$ cat src/hw/cache_pkg.sv
package cache_pkg;

    // --------------------
    // Widths.
    localparam int word_width = 16;
    localparam int tag_width = 5;
    localparam int words_per_line = 4;
    localparam int offset_width = $clog2(words_per_line);

    // Index bits left over for the default geometry.
    localparam int index_width = word_width - tag_width - offset_width - 1;

    // --------------------
    // Address word, read flat or split into fields.
    typedef union packed {
        logic [word_width-1:0] flat;
        struct packed {
            logic [tag_width-1:0]    tag;
            logic [index_width-1:0]  index;
            logic [offset_width-1:0] word;
            logic                    byte_sel;
        } fields;
    } cache_addr_t;

    // --------------------
    // Initial memory content at an aligned address.
    function automatic logic [word_width-1:0] mem_init_word(
        input logic [word_width-1:0] addr
    );
        logic [word_width-1:0] value;
        value = addr ^ 16'hA5C3;
        return value;
    endfunction

endpackage

$ cat src/hw/cache_ctrl.sv
`timescale 1ns/100ps

module cache_ctrl #(
    parameter int index_bits = 8,
    parameter int mem_latency = 3,
    localparam int tag_w = cache_pkg::word_width - index_bits - 3
) (
    input  logic                              clk,
    input  logic                              reset,
    input  logic                              rd,
    input  logic                              wr,
    input  cache_pkg::cache_addr_t            addr,
    input  logic [cache_pkg::word_width-1:0]  data_in,
    input  logic                              hit,
    input  logic                              line_valid,
    input  logic                              line_dirty,
    input  logic [tag_w-1:0]                  victim_tag,
    input  logic [cache_pkg::word_width-1:0]  rd_data,
    input  logic [cache_pkg::word_width-1:0]  mem_rdata,
    input  logic                              mem_rvalid,
    output logic                              stall,
    output logic                              done,
    output logic                              cache_hit,
    output logic [cache_pkg::word_width-1:0]  data_out,
    output logic [index_bits-1:0]             line_index,
    output logic [1:0]                        line_word,
    output logic                              tag_wr,
    output logic                              store_wr,
    output logic [cache_pkg::word_width-1:0]  store_data,
    output logic                              set_dirty,
    output logic                              fill_valid,
    output logic [cache_pkg::word_width-1:0]  mem_addr,
    output logic [cache_pkg::word_width-1:0]  mem_wdata,
    output logic                              mem_wr,
    output logic                              mem_rd
);

    localparam logic [2:0] S_IDLE       = 3'd0;
    localparam logic [2:0] S_COMPARE    = 3'd1;
    localparam logic [2:0] S_WRITE_BACK = 3'd2;
    localparam logic [2:0] S_FILL_ISSUE = 3'd3;
    localparam logic [2:0] S_FILL_WAIT  = 3'd4;
    localparam logic [2:0] S_DONE       = 3'd5;

    localparam int wait_w = $clog2(mem_latency + 1);

    logic [2:0]            state;
    logic [1:0]            beat_cnt;
    logic [1:0]            ret_cnt;
    logic [wait_w-1:0]     wait_cnt;
    logic                  hit_q;
    logic [index_bits-1:0] req_index;
    logic [tag_w-1:0]      req_tag;
    logic [1:0]            req_word;
    logic                  fill_hit_word;

    assign req_index = addr.flat[index_bits+2:3];
    assign req_tag = addr.flat[cache_pkg::word_width-1 -: tag_w];
    assign req_word = addr.fields.word;

    // Returning beat carries the requested word.
    assign fill_hit_word = mem_rvalid && (ret_cnt == req_word);

    // --------------------
    // State register.
    always_ff @(posedge clk) begin
        if (reset) begin
            state <= S_IDLE;
            beat_cnt <= 2'd0;
            ret_cnt <= 2'd0;
            wait_cnt <= '0;
            hit_q <= 1'b0;
        end else begin
            case (state)
                S_IDLE: begin
                    if (rd || wr) begin
                        state <= S_COMPARE;
                    end
                end
                S_COMPARE: begin
                    hit_q <= hit;
                    beat_cnt <= 2'd0;
                    ret_cnt <= 2'd0;
                    if (hit) begin
                        state <= S_DONE;
                    end else if (line_valid && line_dirty) begin
                        state <= S_WRITE_BACK;
                    end else begin
                        state <= S_FILL_ISSUE;
                    end
                end
                S_WRITE_BACK: begin
                    beat_cnt <= beat_cnt + 2'd1;
                    if (beat_cnt == 2'd3) begin
                        state <= S_FILL_ISSUE;
                    end
                end
                S_FILL_ISSUE: begin
                    beat_cnt <= beat_cnt + 2'd1;
                    if (beat_cnt == 2'd3) begin
                        state <= S_FILL_WAIT;
                        // Last return lands mem_latency cycles after last issue.
                        wait_cnt <= wait_w'(mem_latency - 1);
                    end
                end
                S_FILL_WAIT: begin
                    wait_cnt <= wait_cnt - 1'b1;
                    if (wait_cnt == '0) begin
                        state <= S_DONE;
                    end
                end
                S_DONE: begin
                    state <= S_IDLE;
                end
                default: begin
                    state <= S_IDLE;
                end
            endcase
            if (mem_rvalid) begin
                ret_cnt <= ret_cnt + 2'd1;
            end
        end
    end

    // Writes echo their data.
    always_ff @(posedge clk) begin
        if (state == S_COMPARE) begin
            data_out <= wr ? data_in : rd_data;
        end else if (rd && fill_hit_word) begin
            data_out <= mem_rdata;
        end
    end

    // --------------------
    // Responses and line store / memory controls.
    always_comb begin
        stall = (state != S_IDLE);
        done = (state == S_DONE);
        cache_hit = (state == S_DONE) && hit_q;
        line_index = req_index;
        line_word = req_word;
        tag_wr = 1'b0;
        store_wr = 1'b0;
        store_data = data_in;
        set_dirty = 1'b0;
        fill_valid = 1'b0;
        mem_addr = {req_tag, req_index, beat_cnt, 1'b0};
        mem_wdata = rd_data;
        mem_wr = 1'b0;
        mem_rd = 1'b0;
        case (state)
            S_COMPARE: begin
                if (hit && wr) begin
                    store_wr = 1'b1;
                    set_dirty = 1'b1;
                end
            end
            S_WRITE_BACK: begin
                line_word = beat_cnt;
                mem_addr = {victim_tag, req_index, beat_cnt, 1'b0};
                mem_wr = 1'b1;
            end
            S_FILL_ISSUE: begin
                mem_rd = 1'b1;
            end
            default: begin
            end
        endcase
        // Fill beats may overlap the issue cycles.
        if (mem_rvalid) begin
            line_word = ret_cnt;
            store_wr = 1'b1;
            tag_wr = 1'b1;
            fill_valid = 1'b1;
            set_dirty = wr;
            store_data = (wr && fill_hit_word) ? data_in : mem_rdata;
        end
    end

    // --------------------
    // Checks.
    no_rd_wr_overlap: assert property (@(posedge clk) disable iff (reset)
        !(mem_rd && mem_wr))
        else $error("mem_rd and mem_wr high together");

    single_done: assert property (@(posedge clk) disable iff (reset)
        done |=> !done)
        else $error("done high for two cycles");

endmodule

$ cat config.mk
export PLATFORM = sky130hd
export DESIGN_NAME = cache_ctrl
export DESIGN_NICKNAME = d
export VERILOG_FILES = /design/src/hw/cache_pkg.sv /design/src/hw/cache_ctrl.sv
export SDC_FILE = /design/constraint.sdc
export NUM_CORES = 1
export LEC_CHECK = 0
export BUFFER_PORTS_ARGS = -buffer_cell sky130_fd_sc_hd__buf_4
export CORE_ASPECT_RATIO = 1.25
export CORE_MARGIN = 2
export CORE_UTILIZATION = 40
export DETAILED_ROUTE_END_ITERATION = 8
export PLACE_DENSITY = 0.83
export REMOVE_ABC_BUFFERS = 1
export SYNTH_ARGS = -nofsm -noshare
export SYNTH_HDL_FRONTEND = slang
export SYNTH_SLANG_ARGS = --single-unit
$ cat constraint.sdc
create_clock -name clk -period 2.1 [get_ports clk]
set_clock_uncertainty 0.05 [all_clocks]
set_input_delay 0.105 -clock clk [delete_from_list [all_inputs] [get_ports clk]]
set_output_delay 0.105 -clock clk [all_outputs]
set_load 0.05 [all_outputs]
Word level (Yosys, flattened, before mapping)
Index checks and enable logic that the tools add are counted.

operators by class
  eq/ne operators = 11
  reduce and logical (&&, ||, !) cells = 17
  muxes and demuxes = 27
  add/subtract/negate cells = 3

operators by type and width
  cell                   number
  $mux W16               6
  $mux W3                5
  $pmux W3 S5            1
  $mux W2                5
  $mux W1                8
  $ne A2 B2 Y1 const B   4
  $pmux W2 S2            2
  $reduce_bool A2 Y1     4
  $eq A3 B2 Y1 const B   2
  $eq A3 B3 Y1 const B   2
  $logic_and A1 B1 Y1    6
  $add A2 B1 Y2 const B  2
  $reduce_and A4 Y1      1
  $eq A3 B1 Y1 const B   1
  $logic_not A3 Y1       1
  $reduce_bool A3 Y1     1
  $eq A2 B2 Y1           1
  $eq A2 B2 Y1 const B   1
  $logic_not A2 Y1       1
  $reduce_and A2 Y1      1
  $reduce_or A2 Y1       1
  $sub A2 B1 Y2 const B  1
  $logic_or A1 B1 Y1     1

storage, ports and cells
  register bits = 26
  output and inout port bits = 83
  logic and storage cells = 64
  bits of input ports = 77

Longest topological paths before layout
  depth in word-level cells = 5
  mapped depth = 6
  gate-level depth less buffers = 5

Worst setup path before layout
Ideal clock, no wire load.

  kind = register to output
  start = register state[1]
  end = output cache_hit
  cell stages (with the launch flop) = 5
  path slack = -411 ps
  data required time = 1945 ps
  buffers on the path = 2
  arrival = 2356 ps
  cells stage by stage = dfxtp_1 -> buf_2 -> buf_2 -> nor3b_1 -> and2_1

between the ends
  word-level cells in the longest chain between the ends = 2

ends and longest elaborated chain
  item                    RTL line           text
  from (decl)             cache_ctrl.sv:47   logic [2:0] state;
  from (signal assigned)  cache_ctrl.sv:68   state <= S_IDLE;
  from (signal assigned)  cache_ctrl.sv:77   state <= S_COMPARE;
  from (signal assigned)  cache_ctrl.sv:85   state <= S_DONE;
  $eq A3 B3 Y1            n/a
  net done                cache_ctrl.sv:22   output logic done,
  $logic_and A1 B1 Y1     cache_ctrl.sv:139  cache_hit = (state == S_DONE) && hit_q;
  to (decl)               cache_ctrl.sv:23   output logic cache_hit,

The timed path passes the listed nets, and every way through them passes these cells.

Final worst setup path
  start = register ret_cnt[0]
  end = output store_data[4] in the netlist's numbering

between the ends
  word-level cells in the longest chain between the ends = 5

ends and longest elaborated chain
  item                    RTL line           text
  from (decl)             cache_ctrl.sv:49   logic [1:0] ret_cnt;
  from (signal assigned)  cache_ctrl.sv:120  ret_cnt <= ret_cnt + 2'd1;
  $eq A2 B2 Y1            cache_ctrl.sv:62   assign fill_hit_word = mem_rvalid && (ret_cnt == req_word);
  $logic_and A1 B1 Y1     cache_ctrl.sv:62
  $logic_and A1 B1 Y1     cache_ctrl.sv:176  store_data = (wr && fill_hit_word) ? data_in : mem_rdata;
  $mux W16                cache_ctrl.sv:176
  $mux W16                cache_ctrl.sv:170  if (mem_rvalid) begin
  to (decl)               cache_ctrl.sv:29   output logic [cache_pkg::word_width-1:0] store_data,

No other way between the ends.

==> metrics.txt <==
# TYPE chip_impl_metric gauge
chip_impl_info{name="outcome",value="completed"} 1
chip_impl_metric{name="met3WireLength",unit="microns"} 577
chip_impl_metric{name="synth-seq-area-share",unit="%"} 32.97
chip_impl_metric{name="timing.final.setup_violations",unit=""} 0
chip_impl_metric{name="synth_enable_flop_cells",unit=""} 16
chip_impl_info{name="rsz0062_at_grt",value="no"} 1
chip_impl_metric{name="synth_async_reset_ratio",unit="%"} 0
chip_impl_metric{name="clockPowerShare",unit="%"} 13.7
chip_impl_metric{name="final_design_area_no_fill",unit="sq um"} 2885
chip_impl_metric{name="path_clk_slew",unit="ns"} 0.09
chip_impl_metric{name="fin_setup_tns",unit="ns"} 0
chip_impl_metric{name="finalCriticalPeriod",unit="ns"} 2.012
chip_impl_metric{name="power_switching",unit="W"} 0.0009265
chip_impl_metric{name="cts.repair.resized",unit=""} 0
chip_impl_info{name="clock-root-buffer",value="sky130_fd_sc_hd__clkbuf_8"} 1
chip_impl_info{name="ys.flop_type",value="sky130_fd_sc_hd__edfxtp_1"} 1
chip_impl_metric{name="number_of_nets_with_antenna_violations_after_detailed_routing",unit=""} 0
chip_impl_metric{name="arrival",unit="ns"} 1.86
chip_impl_metric{name="place_area",unit="sq um"} 2840
chip_impl_metric{name="dieArea",unit="sq um"} 5755
chip_impl_metric{name="die_h",unit="microns"} 84.32
chip_impl_metric{name="critPathRequiredTime",unit="ns"} 1.95
chip_impl_metric{name="clock_latency",unit="ns"} 0.27
chip_impl_metric{name="max_slew_margin",unit="%"} 63.69
chip_impl_metric{name="num_antenna_cells",unit=""} 0
chip_impl_metric{name="yosys_top_cell_area_share",unit="%"} 23.27
chip_impl_metric{name="crit_path_max_fo",unit=""} 14
chip_impl_metric{name="maxCapViolations",unit=""} 0
chip_impl_metric{name="vias_in_the_first_global_route",unit=""} 1831
chip_impl_metric{name="power-per-cell-area",unit="nW/um^2"} 727.2
chip_impl_info{name="r2r_start",value="state[2]"} 1
chip_impl_metric{name="viasPerCell",unit=""} 5.041
chip_impl_info{name="crit_path_start",value="ret_cnt[0]"} 1
chip_impl_metric{name="die_width",unit="microns"} 68.26
chip_impl_info{name="tritoncts",value="yes"} 1
chip_impl_metric{name="max_freq",unit="MHz"} 497.1
chip_impl_metric{name="layout-drive-gt1-share",unit="%"} 54.22
chip_impl_metric{name="floorplan.initialDensity",unit="%"} 40.93
chip_impl_metric{name="grt_first_pass_wirelength",unit="mm"} 8.569
chip_impl_metric{name="register_bit_count_reported_by_yosys",unit=""} 26
chip_impl_metric{name="layout.core_utilization",unit="%"} 57.21
chip_impl_metric{name="internal_power",unit="W"} 0.001172
chip_impl_metric{name="clock_path_buffers",unit=""} 2
chip_impl_metric{name="part_of_the_cycle_the_worst_path_needs",unit="%"} 95.80
chip_impl_metric{name="post_drt_wl_per_cell",unit="microns"} 15.38
chip_impl_metric{name="remaining_drc_errors",unit=""} 0
chip_impl_metric{name="postCtsSetupRepairBufs",unit=""} 0
chip_impl_info{name="dominant_cell_by_count_in_the_synthesized_netlist",value="sky130_fd_sc_hd__buf_4"} 1
chip_impl_metric{name="areaGrowthSynthToFinish",unit="%"} 39.76
chip_impl_info{name="cp-end-kind",value="output port"} 1
chip_impl_metric{name="number_of_antenna_violations_at_the_first_check_in_global_routing",unit=""} 0
chip_impl_info{name="synth_area_leaders",value="sky130_fd_sc_hd__edfxtp_1, sky130_fd_sc_hd__buf_4, sky130_fd_sc_hd__mux2i_1"} 1
chip_impl_metric{name="tritoncts.num_buffers",unit=""} 3
chip_impl_metric{name="combinationalPowerShare",unit="%"} 53.5
chip_impl_info{name="synth_commonest_cells",value="sky130_fd_sc_hd__buf_4, sky130_fd_sc_hd__nand2_1, sky130_fd_sc_hd__mux2i_1, sky130_fd_sc_hd__o21ai_0, sky130_fd_sc_hd__edfxtp_1"} 1
chip_impl_metric{name="cts.sink_count",unit=""} 26
chip_impl_info{name="critical_path_class",value="reg -> out"} 1
chip_impl_info{name="holdCritStartpoint",value="reset"} 1
chip_impl_metric{name="drtIter0Drc",unit=""} 120
chip_impl_metric{name="finalHoldViolCount",unit=""} 0
chip_impl_metric{name="leakage",unit="nW"} 1.372
chip_impl_metric{name="p_seq_share",unit="%"} 32.8
chip_impl_metric{name="gr-total-overflow",unit=""} 0
chip_impl_metric{name="irDropWorstVdd",unit="mV"} 0.3482
chip_impl_metric{name="placement_rows",unit=""} 29
chip_impl_metric{name="place_congestion",unit=""} 0.8171
chip_impl_metric{name="synth_cell_types",unit=""} 38
chip_impl_metric{name="power.share.switching",unit="%"} 44.16
chip_impl_info{name="top_layer_used",value="met4"} 1
chip_impl_metric{name="synth_warnings",unit=""} 0
chip_impl_info{name="setup.worst_path.start_class",value="register"} 1
chip_impl_metric{name="routed_wirelength",unit="mm"} 5.689
chip_impl_metric{name="dpl.hpwl",unit="mm"} 4.645
chip_impl_metric{name="timing.final.max_slew_violations",unit=""} 0
chip_impl_metric{name="cts_htree_levels",unit=""} 1
chip_impl_metric{name="power",unit="W"} 0.002098
chip_impl_metric{name="number_of_cells_produced_by_synthesis",unit=""} 214
chip_impl_metric{name="drtPass1Iterations",unit=""} 4
chip_impl_info{name="min-delay-path-class",value="in -> reg"} 1
chip_impl_metric{name="route.met2.wl",unit="mm"} 3.023
chip_impl_metric{name="final_net_count",unit=""} 388
chip_impl_metric{name="routed-via-count",unit=""} 1865
chip_impl_metric{name="met1Wirelength",unit="mm"} 1.997
chip_impl_metric{name="transition_time_at_the_pin_with_the_least_slew_margin",unit="ns"} 0.5440
chip_impl_metric{name="buffer_ports.inserted",unit=""} 133
chip_impl_metric{name="syn-cell-area",unit="sq um"} 2064
chip_impl_metric{name="io-pin-count",unit=""} 160
chip_impl_metric{name="cts.hold.buffers_added",unit=""} 0
chip_impl_metric{name="fp.coreArea",unit="sq um"} 5044
chip_impl_metric{name="largest_net_degree_at_the_start_of_global_routing",unit=""} 20
chip_impl_info{name="synthDominantAreaCellType",value="sky130_fd_sc_hd__edfxtp_1"} 1
chip_impl_metric{name="post_synth.cell_area_avg",unit="sq um"} 9.647
chip_impl_metric{name="global_route.usage.total",unit="%"} 19.41
[power groups by stage]
stage | logic (W) | registers [W] | clock network (W)
floorplan | 0.000457 | 0.000900 | 0
finish | 0.00112 | 0.000689 | 0.000288
detailed placement | 0.00113 | 0.000701 | 0
global placement | 0.00111 | 0.000699 | 0
global route | 0.00118 | 0.000700 | 0.000320
CTS | 0.00113 | 0.000690 | 0.000299
[placed cells by master, fill, tap and decap left out, types with 4 or more instances in the layout]
master                     Yosys  layout
sky130_fd_sc_hd__buf_4        35     138
sky130_fd_sc_hd__nand2_1      25      25
sky130_fd_sc_hd__mux2i_1      21      21
sky130_fd_sc_hd__o21ai_0      18      18
sky130_fd_sc_hd__edfxtp_1     16      16
sky130_fd_sc_hd__mux2_2       11      11
sky130_fd_sc_hd__mux2_4       10      10
sky130_fd_sc_hd__dfxtp_1      10      10
sky130_fd_sc_hd__a21oi_1       8       8
sky130_fd_sc_hd__o21ai_1       4       4
sky130_fd_sc_hd__nor3b_1       4       4
sky130_fd_sc_hd__inv_1         4       4
[path summary, 6_finish.rpt]
kind	slack (ns)	to	depth (start not counted)
setup / recovery	0.09	store_data[4]	5
hold / removal	0.03	state[2]	2
setup reg to reg	0.43	data_out[13]	2
hold reg to reg	0.45	hit_q	2
[routing by layer]
layer  GRT usage [%]  vias up
met3           7.775        9
li1                -      902
met5               0        -
met4           7.273        0
met1           20.32      865
met2           33.80       89
[sequential cells by signal (all words and copies together), names as in the netlist]
name      flops
wait_cnt      2
data_out     16
beat_cnt      2
state         3
hit_q         1
ret_cnt       2
[stage by stage]
step,worst slack (ns),cells,hold WS (ns)
2_1_floorplan,-1.740,165,0.1241
3_3_place_gp,0.4069,366,0.1606
3_5_place_dp,0.3824,366,0.1606
4_1_cts,0.07126,370,0.02177
5_1_grt,0.01064,370,0.02212
6_report,0.08823,370,0.02941
[kinds of logic (layout without fill, tap and decap cells)]
family / after synthesis / after routing / share of synthesized area [%]
AOI/OAI and AO/OA: 38 / 38 / 11.15
xor gates and xnor gates: 2 / 2 / 0.8486
adders and majority gates: 2 / 2 / 1.212
buffers and inverters: 53 / 147 / 18.06
DFF: 26 / 26 / 32.97
muxes: 42 / 42 / 23.45
other: 1 / 1 / 0.1816
and+or+nand+nor: 50 / 50 / 12.12
[final cells by class]
type / instances / area [sq um]
clock buffers: 3 / 41.29
clock inverters: 1 / 3.754
fillers: 448 / 2158
inverters: 4 / 15.01
multi-input cells: 135 / 1011
flip-flops and latches: 26 / 680.7
well taps: 62 / 77.57
repair buffers: 139 / 1056
[worst max-delay path, cell delays in order, from the launching register on]
cell and delay [ns]:
sky130_fd_sc_hd__dfxtp_1 0.40, sky130_fd_sc_hd__xnor2_1 0.15, sky130_fd_sc_hd__a31oi_4 0.31, sky130_fd_sc_hd__buf_12 0.20, sky130_fd_sc_hd__mux2_2 0.35, sky130_fd_sc_hd__buf_4 0.19
Note: power is estimated with default switching activity, not from simulation.
